[config.mk]
export PLATFORM = sky130hd
export DESIGN_NAME = rvCore
export DESIGN_NICKNAME = d
export VERILOG_FILES = /design/src/verilog/rvPkg.sv /design/src/verilog/pcUnit.sv /design/src/verilog/decodeUnit.sv /design/src/verilog/immExpand.sv /design/src/verilog/aluUnit.sv /design/src/verilog/regFile.sv /design/src/verilog/rvCore.sv
export SDC_FILE = /design/constraint.sdc
export NUM_CORES = 2
export LEC_CHECK = 0
export BUFFER_PORTS_ARGS = -buffer_cell sky130_fd_sc_hd__buf_2
export CORE_MARGIN = 1
export CORE_UTILIZATION = 55
export DETAILED_ROUTE_END_ITERATION = 10
export HOLD_SLACK_MARGIN = 0.03
export PLACE_DENSITY = 0.72
export SETUP_SLACK_MARGIN = 0.02
export SYNTH_ARGS = -nofsm -noshare
export SYNTH_HDL_FRONTEND = slang
export SYNTH_HIERARCHICAL = 1
export SYNTH_SLANG_ARGS = --single-unit
[constraint.sdc]
create_clock -name clk -period 13.8 [get_ports clk]
set_clock_uncertainty 0.1 [all_clocks]
set_input_delay 3.45 -clock clk [delete_from_list [all_inputs] [get_ports clk]]
set_output_delay 3.45 -clock clk [all_outputs]
set_load 0.02 [all_outputs]
[src/verilog/rvPkg.sv]
`default_nettype none

package rvPkg;

    localparam int XLEN = 32;
    localparam int REG_ADDR_W = 5;

    // RV32I major opcodes, instr[6:0]
    typedef enum logic [6:0] {
        OPC_OP     = 7'b0110011,
        OPC_OP_IMM = 7'b0010011,
        OPC_LUI    = 7'b0110111,
        OPC_AUIPC  = 7'b0010111,
        OPC_JAL    = 7'b1101111,
        OPC_JALR   = 7'b1100111,
        OPC_BRANCH = 7'b1100011,
        OPC_LOAD   = 7'b0000011,
        OPC_STORE  = 7'b0100011
    } opcode_e;

    typedef enum logic [3:0] {
        ALU_ADD, ALU_SUB, ALU_SLL, ALU_SLT, ALU_SLTU, ALU_XOR,
        ALU_SRL, ALU_SRA, ALU_OR, ALU_AND, ALU_PASS_B
    } aluOp_e;

    typedef enum logic [2:0] {
        IMM_I, IMM_S, IMM_B, IMM_U, IMM_J
    } immType_e;

    // nine conditions, so one bit wider than the formats
    typedef enum logic [3:0] {
        BR_NONE, BR_JUMP, BR_JUMP_REG, BR_EQ, BR_NE, BR_LT, BR_GE, BR_LTU, BR_GEU
    } branchCond_e;

    typedef enum logic {
        SRC1_REG, SRC1_PC
    } src1Sel_e;

    typedef enum logic [1:0] {
        SRC2_REG, SRC2_IMM, SRC2_FOUR
    } src2Sel_e;

    typedef struct packed {
        aluOp_e      aluOp;
        immType_e    immType;
        src1Sel_e    src1Sel;
        src2Sel_e    src2Sel;
        branchCond_e branchCond;
        logic        regWrEn;
        logic        wbFromMem;
        logic        memWr;
        logic [2:0]  memOp;
    } ctrl_t;

    // data port request, address from the ALU
    typedef struct packed {
        logic [XLEN-1:0] addr;
        logic [XLEN-1:0] wdata;
        logic            wr;
        logic [2:0]      memOp;
    } dmemReq_t;

endpackage

`default_nettype wire

[src/verilog/pcUnit.sv]
`timescale 1ns/1ps
`default_nettype none

module pcUnit #(
    parameter logic [rvPkg::XLEN-1:0] RESET_VECTOR = 32'h8000_0000
) (
    input  wire                      clk,
    input  wire                      rst_n,
    input  wire rvPkg::branchCond_e  branchCond_i,
    input  wire                      zero_i,
    input  wire                      less_i,
    input  wire [rvPkg::XLEN-1:0]    imm_i,
    input  wire [rvPkg::XLEN-1:0]    rs1Data_i,
    output logic [rvPkg::XLEN-1:0]   pc_o
);

    localparam logic [rvPkg::XLEN-1:0] PC_STEP = 4;

    logic                   taken;
    logic [rvPkg::XLEN-1:0] regTarget;
    logic [rvPkg::XLEN-1:0] nextPc;

    // flags come from SUB for EQ/NE and SLT/SLTU for the ordered compares
    always_comb begin
        case (branchCond_i)
            rvPkg::BR_JUMP, rvPkg::BR_JUMP_REG: taken = 1'b1;
            rvPkg::BR_EQ:                       taken = zero_i;
            rvPkg::BR_NE:                       taken = !zero_i;
            rvPkg::BR_LT, rvPkg::BR_LTU:        taken = less_i;
            rvPkg::BR_GE, rvPkg::BR_GEU:        taken = !less_i;
            default:                            taken = 1'b0;
        endcase
    end

    // jalr target has bit 0 cleared
    assign regTarget = rs1Data_i + imm_i;

    always_comb begin
        if (branchCond_i == rvPkg::BR_JUMP_REG) begin
            nextPc = {regTarget[rvPkg::XLEN-1:1], 1'b0};
        end else if (taken) begin
            nextPc = pc_o + imm_i;
        end else begin
            nextPc = pc_o + PC_STEP;
        end
    end

    always_ff @(posedge clk) begin
        if (!rst_n) begin
            pc_o <= RESET_VECTOR;
        end else begin
            pc_o <= nextPc;
        end
    end

    // holds only while programs keep jalr targets aligned, no trap here
    pcAligned: assert property (@(posedge clk) disable iff (!rst_n) pc_o[1:0] == 2'b00);

endmodule

`default_nettype wire

[src/verilog/decodeUnit.sv]
`timescale 1ns/1ps
`default_nettype none

module decodeUnit (
    input  wire                          rst_n,
    input  wire [rvPkg::XLEN-1:0]        instr_i,
    output rvPkg::ctrl_t                 ctrl_o,
    output logic [rvPkg::REG_ADDR_W-1:0] rs1Addr_o,
    output logic [rvPkg::REG_ADDR_W-1:0] rs2Addr_o,
    output logic [rvPkg::REG_ADDR_W-1:0] rdAddr_o
);

    rvPkg::opcode_e opcode;
    logic [2:0]     funct3;

    // alt selects SUB / SRA, taken from funct7 bit 5
    function automatic rvPkg::aluOp_e aluFromFunct(input logic [2:0] f3, input logic alt);
        rvPkg::aluOp_e op;
        case (f3)
            3'b000:  op = alt ? rvPkg::ALU_SUB : rvPkg::ALU_ADD;
            3'b001:  op = rvPkg::ALU_SLL;
            3'b010:  op = rvPkg::ALU_SLT;
            3'b011:  op = rvPkg::ALU_SLTU;
            3'b100:  op = rvPkg::ALU_XOR;
            3'b101:  op = alt ? rvPkg::ALU_SRA : rvPkg::ALU_SRL;
            3'b110:  op = rvPkg::ALU_OR;
            default: op = rvPkg::ALU_AND;
        endcase
        return op;
    endfunction

    assign opcode    = rvPkg::opcode_e'(instr_i[6:0]);
    assign funct3    = instr_i[14:12];
    assign rs1Addr_o = instr_i[19:15];
    assign rs2Addr_o = instr_i[24:20];
    assign rdAddr_o  = instr_i[11:7];

    always_comb begin
        ctrl_o.aluOp      = rvPkg::ALU_ADD;
        ctrl_o.immType    = rvPkg::IMM_I;
        ctrl_o.src1Sel    = rvPkg::SRC1_REG;
        ctrl_o.src2Sel    = rvPkg::SRC2_REG;
        ctrl_o.branchCond = rvPkg::BR_NONE;
        ctrl_o.regWrEn    = 1'b0;
        ctrl_o.wbFromMem  = 1'b0;
        ctrl_o.memWr      = 1'b0;
        ctrl_o.memOp      = funct3;

        case (opcode)
            rvPkg::OPC_OP: begin
                ctrl_o.aluOp   = aluFromFunct(funct3, instr_i[30]);
                ctrl_o.regWrEn = 1'b1;
            end
            rvPkg::OPC_OP_IMM: begin
                // only srai uses funct7, addi has immediate bits there
                ctrl_o.aluOp   = aluFromFunct(funct3, funct3 == 3'b101 && instr_i[30]);
                ctrl_o.src2Sel = rvPkg::SRC2_IMM;
                ctrl_o.regWrEn = 1'b1;
            end
            rvPkg::OPC_LUI: begin
                ctrl_o.aluOp   = rvPkg::ALU_PASS_B;
                ctrl_o.immType = rvPkg::IMM_U;
                ctrl_o.src2Sel = rvPkg::SRC2_IMM;
                ctrl_o.regWrEn = 1'b1;
            end
            rvPkg::OPC_AUIPC: begin
                ctrl_o.immType = rvPkg::IMM_U;
                ctrl_o.src1Sel = rvPkg::SRC1_PC;
                ctrl_o.src2Sel = rvPkg::SRC2_IMM;
                ctrl_o.regWrEn = 1'b1;
            end
            rvPkg::OPC_JAL, rvPkg::OPC_JALR: begin
                // link value pc + 4 goes through the ALU
                ctrl_o.immType    = (opcode == rvPkg::OPC_JAL) ? rvPkg::IMM_J : rvPkg::IMM_I;
                ctrl_o.src1Sel    = rvPkg::SRC1_PC;
                ctrl_o.src2Sel    = rvPkg::SRC2_FOUR;
                ctrl_o.branchCond = (opcode == rvPkg::OPC_JAL) ? rvPkg::BR_JUMP
                                                               : rvPkg::BR_JUMP_REG;
                ctrl_o.regWrEn    = 1'b1;
            end
            rvPkg::OPC_BRANCH: begin
                ctrl_o.immType = rvPkg::IMM_B;
                case (funct3)
                    3'b000: {ctrl_o.branchCond, ctrl_o.aluOp} = {rvPkg::BR_EQ, rvPkg::ALU_SUB};
                    3'b001: {ctrl_o.branchCond, ctrl_o.aluOp} = {rvPkg::BR_NE, rvPkg::ALU_SUB};
                    3'b100: {ctrl_o.branchCond, ctrl_o.aluOp} = {rvPkg::BR_LT, rvPkg::ALU_SLT};
                    3'b101: {ctrl_o.branchCond, ctrl_o.aluOp} = {rvPkg::BR_GE, rvPkg::ALU_SLT};
                    3'b110: {ctrl_o.branchCond, ctrl_o.aluOp} = {rvPkg::BR_LTU, rvPkg::ALU_SLTU};
                    3'b111: {ctrl_o.branchCond, ctrl_o.aluOp} = {rvPkg::BR_GEU, rvPkg::ALU_SLTU};
                    default: ctrl_o.branchCond = rvPkg::BR_NONE;
                endcase
            end
            rvPkg::OPC_LOAD: begin
                ctrl_o.src2Sel   = rvPkg::SRC2_IMM;
                ctrl_o.regWrEn   = 1'b1;
                ctrl_o.wbFromMem = 1'b1;
            end
            rvPkg::OPC_STORE: begin
                ctrl_o.immType = rvPkg::IMM_S;
                ctrl_o.src2Sel = rvPkg::SRC2_IMM;
                ctrl_o.memWr   = 1'b1;
            end
            default: ;
        endcase

        // no architectural writes while in reset
        if (!rst_n) begin
            ctrl_o.regWrEn = 1'b0;
            ctrl_o.memWr   = 1'b0;
        end
    end

    // a store never writes back a register
    always_comb begin
        wrExclusive: assert (!(ctrl_o.regWrEn && ctrl_o.memWr));
    end

endmodule

`default_nettype wire

[src/verilog/immExpand.sv]
`timescale 1ns/1ps
`default_nettype none

module immExpand (
    input  wire [rvPkg::XLEN-1:0]  instr_i,
    input  wire rvPkg::immType_e   immType_i,
    output logic [rvPkg::XLEN-1:0] imm_o
);

    logic sign;

    // every format takes its sign from bit 31
    assign sign = instr_i[31];

    always_comb begin
        case (immType_i)
            rvPkg::IMM_I: begin
                imm_o = {{(rvPkg::XLEN-12){sign}}, instr_i[31:20]};
            end
            rvPkg::IMM_S: begin
                imm_o = {{(rvPkg::XLEN-12){sign}}, instr_i[31:25], instr_i[11:7]};
            end
            rvPkg::IMM_B: begin
                // bit 0 is implied zero
                imm_o = {{(rvPkg::XLEN-13){sign}}, instr_i[31], instr_i[7],
                         instr_i[30:25], instr_i[11:8], 1'b0};
            end
            rvPkg::IMM_U: begin
                imm_o = {instr_i[31:12], 12'b0};
            end
            rvPkg::IMM_J: begin
                imm_o = {{(rvPkg::XLEN-21){sign}}, instr_i[31], instr_i[19:12],
                         instr_i[20], instr_i[30:21], 1'b0};
            end
            default: begin
                imm_o = '0;
            end
        endcase
    end

endmodule

`default_nettype wire

[src/verilog/aluUnit.sv]
`timescale 1ns/1ps
`default_nettype none

module aluUnit (
    input  wire rvPkg::aluOp_e     op_i,
    input  wire [rvPkg::XLEN-1:0]  src1_i,
    input  wire [rvPkg::XLEN-1:0]  src2_i,
    output logic [rvPkg::XLEN-1:0] result_o,
    output logic                   zero_o,
    output logic                   less_o
);

    logic [4:0] shamt;
    logic       signedLess;
    logic       unsignedLess;

    assign shamt        = src2_i[4:0];
    assign signedLess   = $signed(src1_i) < $signed(src2_i);
    assign unsignedLess = src1_i < src2_i;

    always_comb begin
        case (op_i)
            rvPkg::ALU_ADD:    result_o = src1_i + src2_i;
            rvPkg::ALU_SUB:    result_o = src1_i - src2_i;
            rvPkg::ALU_SLL:    result_o = src1_i << shamt;
            rvPkg::ALU_SLT:    result_o = {{(rvPkg::XLEN-1){1'b0}}, signedLess};
            rvPkg::ALU_SLTU:   result_o = {{(rvPkg::XLEN-1){1'b0}}, unsignedLess};
            rvPkg::ALU_XOR:    result_o = src1_i ^ src2_i;
            rvPkg::ALU_SRL:    result_o = src1_i >> shamt;
            rvPkg::ALU_SRA:    result_o = $unsigned($signed(src1_i) >>> shamt);
            rvPkg::ALU_OR:     result_o = src1_i | src2_i;
            rvPkg::ALU_AND:    result_o = src1_i & src2_i;
            rvPkg::ALU_PASS_B: result_o = src2_i;
            default:           result_o = '0;
        endcase
    end

    // flags feed the branch decision in pcUnit
    assign zero_o = (result_o == '0);
    assign less_o = (op_i == rvPkg::ALU_SLTU) ? unsignedLess : signedLess;

endmodule

`default_nettype wire

[src/verilog/regFile.sv]
`timescale 1ns/1ps
`default_nettype none

module regFile (
    input  wire                           clk,
    input  wire [rvPkg::REG_ADDR_W-1:0]   rs1Addr_i,
    input  wire [rvPkg::REG_ADDR_W-1:0]   rs2Addr_i,
    input  wire [rvPkg::REG_ADDR_W-1:0]   wrAddr_i,
    input  wire [rvPkg::XLEN-1:0]         wrData_i,
    input  wire                           wrEn_i,
    output logic [rvPkg::XLEN-1:0]        rs1Data_o,
    output logic [rvPkg::XLEN-1:0]        rs2Data_o
);

    logic [rvPkg::XLEN-1:0] regs [2**rvPkg::REG_ADDR_W];

    // x0 is never written
    always_ff @(posedge clk) begin
        if (wrEn_i && wrAddr_i != '0) begin
            regs[wrAddr_i] <= wrData_i;
        end
    end

    // combinational reads, x0 forced to zero
    assign rs1Data_o = (rs1Addr_i == '0) ? '0 : regs[rs1Addr_i];
    assign rs2Data_o = (rs2Addr_i == '0) ? '0 : regs[rs2Addr_i];

    x0ReadZero: assert property (@(posedge clk)
        (rs1Addr_i == '0 |-> rs1Data_o == '0) and (rs2Addr_i == '0 |-> rs2Data_o == '0));

endmodule

`default_nettype wire

[src/verilog/rvCore.sv]
`timescale 1ns/1ps
`default_nettype none

module rvCore #(
    parameter logic [rvPkg::XLEN-1:0] RESET_VECTOR = 32'h8000_0000
) (
    input  wire                    clk,
    input  wire                    rst_n,
    input  wire [rvPkg::XLEN-1:0]  instr_i,
    input  wire [rvPkg::XLEN-1:0]  dmemRdata_i,
    output logic [rvPkg::XLEN-1:0] instrAddr_o,
    output rvPkg::dmemReq_t        dmemReq_o
);

    localparam logic [rvPkg::XLEN-1:0] LINK_STEP = 4;

    rvPkg::ctrl_t                 ctrl;
    logic [rvPkg::REG_ADDR_W-1:0] rs1Addr;
    logic [rvPkg::REG_ADDR_W-1:0] rs2Addr;
    logic [rvPkg::REG_ADDR_W-1:0] rdAddr;
    logic [rvPkg::XLEN-1:0]       pc;
    logic [rvPkg::XLEN-1:0]       imm;
    logic [rvPkg::XLEN-1:0]       rs1Data;
    logic [rvPkg::XLEN-1:0]       rs2Data;
    logic [rvPkg::XLEN-1:0]       aluSrc1;
    logic [rvPkg::XLEN-1:0]       aluSrc2;
    logic [rvPkg::XLEN-1:0]       aluResult;
    logic [rvPkg::XLEN-1:0]       wbData;
    logic                         zero;
    logic                         less;

    pcUnit #(
        .RESET_VECTOR(RESET_VECTOR)
    ) i_pcUnit (
        .clk          (clk),
        .rst_n        (rst_n),
        .branchCond_i (ctrl.branchCond),
        .zero_i       (zero),
        .less_i       (less),
        .imm_i        (imm),
        .rs1Data_i    (rs1Data),
        .pc_o         (pc)
    );

    decodeUnit i_decodeUnit (
        .rst_n     (rst_n),
        .instr_i   (instr_i),
        .ctrl_o    (ctrl),
        .rs1Addr_o (rs1Addr),
        .rs2Addr_o (rs2Addr),
        .rdAddr_o  (rdAddr)
    );

    immExpand i_immExpand (
        .instr_i   (instr_i),
        .immType_i (ctrl.immType),
        .imm_o     (imm)
    );

    // operand muxes
    assign aluSrc1 = (ctrl.src1Sel == rvPkg::SRC1_PC) ? pc : rs1Data;

    always_comb begin
        case (ctrl.src2Sel)
            rvPkg::SRC2_IMM:  aluSrc2 = imm;
            rvPkg::SRC2_FOUR: aluSrc2 = LINK_STEP;
            default:          aluSrc2 = rs2Data;
        endcase
    end

    aluUnit i_aluUnit (
        .op_i     (ctrl.aluOp),
        .src1_i   (aluSrc1),
        .src2_i   (aluSrc2),
        .result_o (aluResult),
        .zero_o   (zero),
        .less_o   (less)
    );

    assign wbData = ctrl.wbFromMem ? dmemRdata_i : aluResult;

    regFile i_regFile (
        .clk       (clk),
        .rs1Addr_i (rs1Addr),
        .rs2Addr_i (rs2Addr),
        .wrAddr_i  (rdAddr),
        .wrData_i  (wbData),
        .wrEn_i    (ctrl.regWrEn),
        .rs1Data_o (rs1Data),
        .rs2Data_o (rs2Data)
    );

    assign instrAddr_o = pc;
    assign dmemReq_o = '{addr: aluResult, wdata: rs2Data, wr: ctrl.memWr, memOp: ctrl.memOp};

    // store strobe must stay quiet while the PC is being reset
    noStoreInReset: assert property (@(posedge clk) !rst_n |-> !dmemReq_o.wr);

endmodule

`default_nettype wire

Yosys cells after proc, flatten, opt, wreduce, memory -nomap -nowiden
Memories as Yosys holds them, arrays and structs flattened.
Cells that the tools add are included.
- $add $sub $neg: 5
- magnitude comparators: 2
- equal/unequal tests: 40
- shift-type cells: 3
- multiplexer cells: 33
- bitwise logic cells: 4
- reduce and logical (&&, ||, !) cells: 23
- operators with widths (operator ; count):
    32-bit case mux with 11 select lines ; 1
    32-bit 2-to-1 mux ; 6
    32-bit case mux with 5 select lines ; 1
    32-bit adder ; 3
    32-bit < comparator ; 2
    32-bit case mux with 2 select lines ; 1
    4-bit case mux with 7 select lines ; 2
    32-bit by 3-bit adder with 32-bit output, second input constant ; 1
    32-bit AND ; 1
    4-bit by 3-bit == test with 1-bit output, second input constant ; 8
    32-bit logical NOT ; 1
    32-bit OR ; 1
    32-bit by 5-bit left shift with 32-bit output ; 1
    32-bit by 5-bit >> shifter with 32-bit output ; 1
    32-bit by 5-bit >>> shifter with 32-bit output ; 1
    32-bit subtractor ; 1
    32-bit XOR ; 1
    4-bit case mux with 6 select lines ; 1
    7-bit by 6-bit == test with 1-bit output, second input constant ; 3
    7-bit == test, second input constant ; 3
    2-bit OR reduction ; 9
    4-bit by 2-bit == test with 1-bit output, second input constant ; 4
    4-bit == test, second input constant ; 4
    4-bit case mux with 4 select lines ; 1
    26 further kinds ; 52
- bits in registers: 32
- RAM bits: 1024
- output and inout bits: 100
- word-level logic and storage cells: 113
- memories kept: 1
- memory list (name ; words ; bits a word ; read ports ; clocked after memory_dff ; wr ports ; RTL line ; RTL):
    i_regFile.regs ; 32 ; 32 ; 2 ; 0 ; 1 ; regFile.sv:15 ; logic [rvPkg::XLEN-1:0] regs [2**rvPkg::REG_ADDR_W];

Logic depth before layout (Yosys ltp)
- word-level depth: 13
- gate-level depth with buffers: 39
- gate-level depth less buffers: 30

By module
The synthesis kept the hierarchy.
- modules (own cells, without submodules) (module ; instances ; cells each ; area each (um^2)):
    regFile ; 1 ; 2564 ; 47929.7
    aluUnit ; 1 ; 1414 ; 9820.7
    pcUnit ; 1 ; 692 ; 5054.8
    rvCore ; 1 ; 120 ; 1486.4
    immExpand ; 1 ; 94 ; 540.5
    decodeUnit ; 1 ; 90 ; 519.2

Least setup slack after synthesis
OpenSTA, ideal clock, no wires.
- path kind: input port to output port
- start point: input instr_i[22] (netlist name)
- end point: output dmemReq_o[65] (netlist name)
- data arrival time: 9.552 ns
- data required time: 10.250 ns
- slack: 0.698 ns
- stages: 26
- cells stage by stage: buf_4 > buf_4 > or3_1 > buf_2 > buf_1 > o221ai_1 > a21oi_1 > a211oi_1 > inv_1 > a21oi_1 > buf_2 > inv_1 > buf_2 > buf_1 > buf_1 > ha_1 > clkbuf_1 > o311a_1 > o211ai_2 > a211o_1 > a31o_2 > a221oi_4 > nor4_1 > or4b_1 > o2111a_1 > or3_1
- RTL lines (item ; RTL line ; RTL):
    start, declared ; rvCore.sv:9 ; input wire [rvPkg::XLEN-1:0] instr_i,
    end, declared ; rvCore.sv:12 ; output rvPkg::dmemReq_t dmemReq_o

==> metrics <==
total grt overflow=0; final max-slew violation count=0; CP max-delay cell=o22ai_1; Worst Max-Slew Pin Slew=1410 ps; postcts setup bufs=0; First DRT Iteration DRCs=7366; f_max=72.9 MHz; synthesized netlist cell count=4974; switching share of power=0.337; Final setup viols=0; Pwr Total=0.00982 W; post-synthesis mux area share=0.226; CP Max Fanout=12; dpl hpwl=180000 um; width of the die=347 um; final instance area=72600 sq um; Yosys cell types=117; Placed Area=69100 sq um; synthesized-area fraction occupied by adder cells=0.0328; WL per Instance=39.0 um; Final ANT Viol Nets=0; Min-Delay Path Class=register to register; RSZ-0062 raised after global routing=false; clk sinks=1056; initial antenna violation count=13; Tcrit/Tclk final=0.993; Synth top area share=0.471; clock network power share=0.296; CP Data Required Time=10250 ps; GPL Wtd Cong=1.12; vias in the first global route=49300; largest family of logic cells by synthesized area=multiplexers; Die ar.=120000 sq um; Max-Slew Margin vs Limit=0.0514; worst path arrival time=10160 ps; Comb pwr share=0.296; Remaining DRCs=0; P_int=0.00651 W; clk buf depth=3; GR Util All Layers=0.436; largest area contributor in the netlist=edfxtp_1; pin count of the biggest net entering global routing=93; final hold violation count=0; TritonRoute pass-1 iters=9; Sw Pwr=0.00331 W; worst vdd ir=0.123 mV; CTS Hold Buffers Added=0; YS warnings=6; worst-skew pair later-pin latency=740 ps; commonest cells in the synthesized netlist=edfxtp_1 (1024), mux2i_1 (388), mux4_2 (326); CTS tree=built; Area growth syn-to-layout=11.1%; XOR/XNOR Fraction of Synth Area=0.0119; CP max stage delay=790 ps; Setup crit start kind=input port; CP Class=input port to output pin; Worst Setup End Kind=output pin; Synth Flop Type=edfxtp_1; number of fill cells=8932; async set-or-reset flop fraction in the synthesized netlist=0; Post-Route WL=266000 um; Compound-Gate Fraction of Synth Area=0.131; CTS Root Cell=clkbuf_16; largest cells by area after synthesis=edfxtp_1 (47%), mux4_2 (11%), mux2i_1 (5.9%), ha_1 (3.1%), mux4_1 (2.3%); setup total negative slack=0 ps; Avg Cell Area, Syn=13.1 sq um; vias per cell=7.57; outcome=finished, final reports clean; Yosys reg bits=1056; register area share after synthesis=0.480; Lkg Pwr=25.8 nW; sequential group share of total power=0.408; Max Cap Violations=0; fin crit period=13710 ps; Core Region=118000 sq um; Core Rows=126; top-count cell post-synth=edfxtp_1; Vias=51600; Num CTS Buffers=106; layout cells sized above 1=0.236; IO Count=166; Post-synth EDFFs=1024; mapped cell area=65400 sq um; post-layout util=0.616; H-tree levels=3; Die Y=347 um; first-pass GRT wire length=370000 um; Post-CTS Resized=0; IO buf count=165; Post-layout nets=5419; Synth Area in Simple Gates=0.0748; critical-path cell list=buf_2 > nor3_1 > nand2_1 > nand2_1 > buf_4 > and2_0 > a21oi_1 > o22ai_1 > a22o_1 > inv_1 > ha_1 > buf_4 > inv_1 > a21oi_1 > o31ai_1 > a211o_1 > a31o_2 > a221oi_4 > nor4_1 > or4b_1 > o2111a_1 > or3_1 > buf_2; Clock Pin Slew Worst Setup and Hold Paths=60 ps; cell area power density=135 nW/um^2; Starting Density=0.554
-- power by group through the flow --
stage / clock network (W) / logic (W) / registers, W
CTS: 0.00291 / 0.00276 / 0.00401
detailed placement: 0 / 0.00275 / 0.00407
global placement: 0 / 0.00275 / 0.00407
global route: 0.00303 / 0.00297 / 0.00401
finish: 0.00291 / 0.00291 / 0.00401
floorplan: 0 / 0.00163 / 0.00406
-- state kept, by name, indices dropped and copies added (netlist names), named ones only --
signal          count
i_pcUnit/pc_o      31
i_regFile/regs   1024
-- cell type report --
cell class / count / area, sq um / share of cell area
diodes: 8 / 20.0 / 0.000276
flip-flops and latches: 1056 / 31400 / 0.432
well taps: 1536 / 1920 / 0.0265
multi-input cells: 3406 / 31700 / 0.436
clock inverters: 74 / 742 / 0.0102
clock buffers: 123 / 2740 / 0.0377
repair buffers: 478 / 3590 / 0.0495
inverters: 137 / 515 / 0.00710
-- cell families (layout without fill, tap and decap cells) --
logic type,count (synthesis),count (layout)
compound gates,1196,1196
flops,1056,1056
simple gates,989,989
mux,931,931
buf+inv,543,812
fa+ha+maj,169,169
xor+xnor,89,89
other cells,1,40
-- critical path, delay by kind of cell --
kind	cells	cell delay, ps
AOI/OAI and AO/OA	9	2850
adders and majority gates	1	290
buffers and inverters	6	1020
and+or+nand+nor	7	2510
-- metrics by stage --
| step | hold slack (ps) | setup WS (ps) | std cells |
|---|---|---|---|
| after floorplan | 513 | 698 | 5005 |
| after global placement | 628 | 358 | 6612 |
| after detailed placement | 624 | 440 | 6612 |
| after CTS | 636 | 409 | 6809 |
| after global routing | 669 | 61.6 | 6810 |
| final | 643 | 91.9 | 6818 |
-- placed cells by master (no fill, tap or decap), types with 104 or more instances in the layout --
cell type | Yosys | layout
ha_1 | 164 | 164
buf_4 | 78 | 284
edfxtp_1 | 1024 | 1024
clkbuf_16 | 0 | 107
mux4_2 | 326 | 326
nand2_1 | 323 | 323
buf_2 | 86 | 158
o21ai_0 | 183 | 181
mux2i_1 | 388 | 388
nor2_1 | 214 | 181
a211oi_1 | 104 | 104
inv_1 | 134 | 132
a21oi_1 | 223 | 221
-- path summary, 6_finish.rpt --
check                              from           endpoint  slack [ps]  cells past startpoint
hold reg to reg        i_pcUnit/pc_o[2]   i_pcUnit/pc_o[2]         640                      2
hold / removal         i_pcUnit/pc_o[2]   i_pcUnit/pc_o[2]         640                      2
setup / recovery             instr_i[3]      dmemReq_o[65]          90                     23
setup reg to reg  i_regFile/regs[14][1]  i_pcUnit/pc_o[19]        5030                     31
-- metal layers --
layer / track usage / wire [um] / share of wire / up-vias
li1: - / - / - / 20500
met1: 0.545 / 92100 / 0.35 / 25700
met2: 0.654 / 116000 / 0.44 / 4346
met3: 0.133 / 36300 / 0.14 / 1037
met4: 0.293 / 21300 / 0.080 / 10
met5: 0 / 70 / 0.00026 / -
Note: power is estimated with default switching activity, not from simulation.
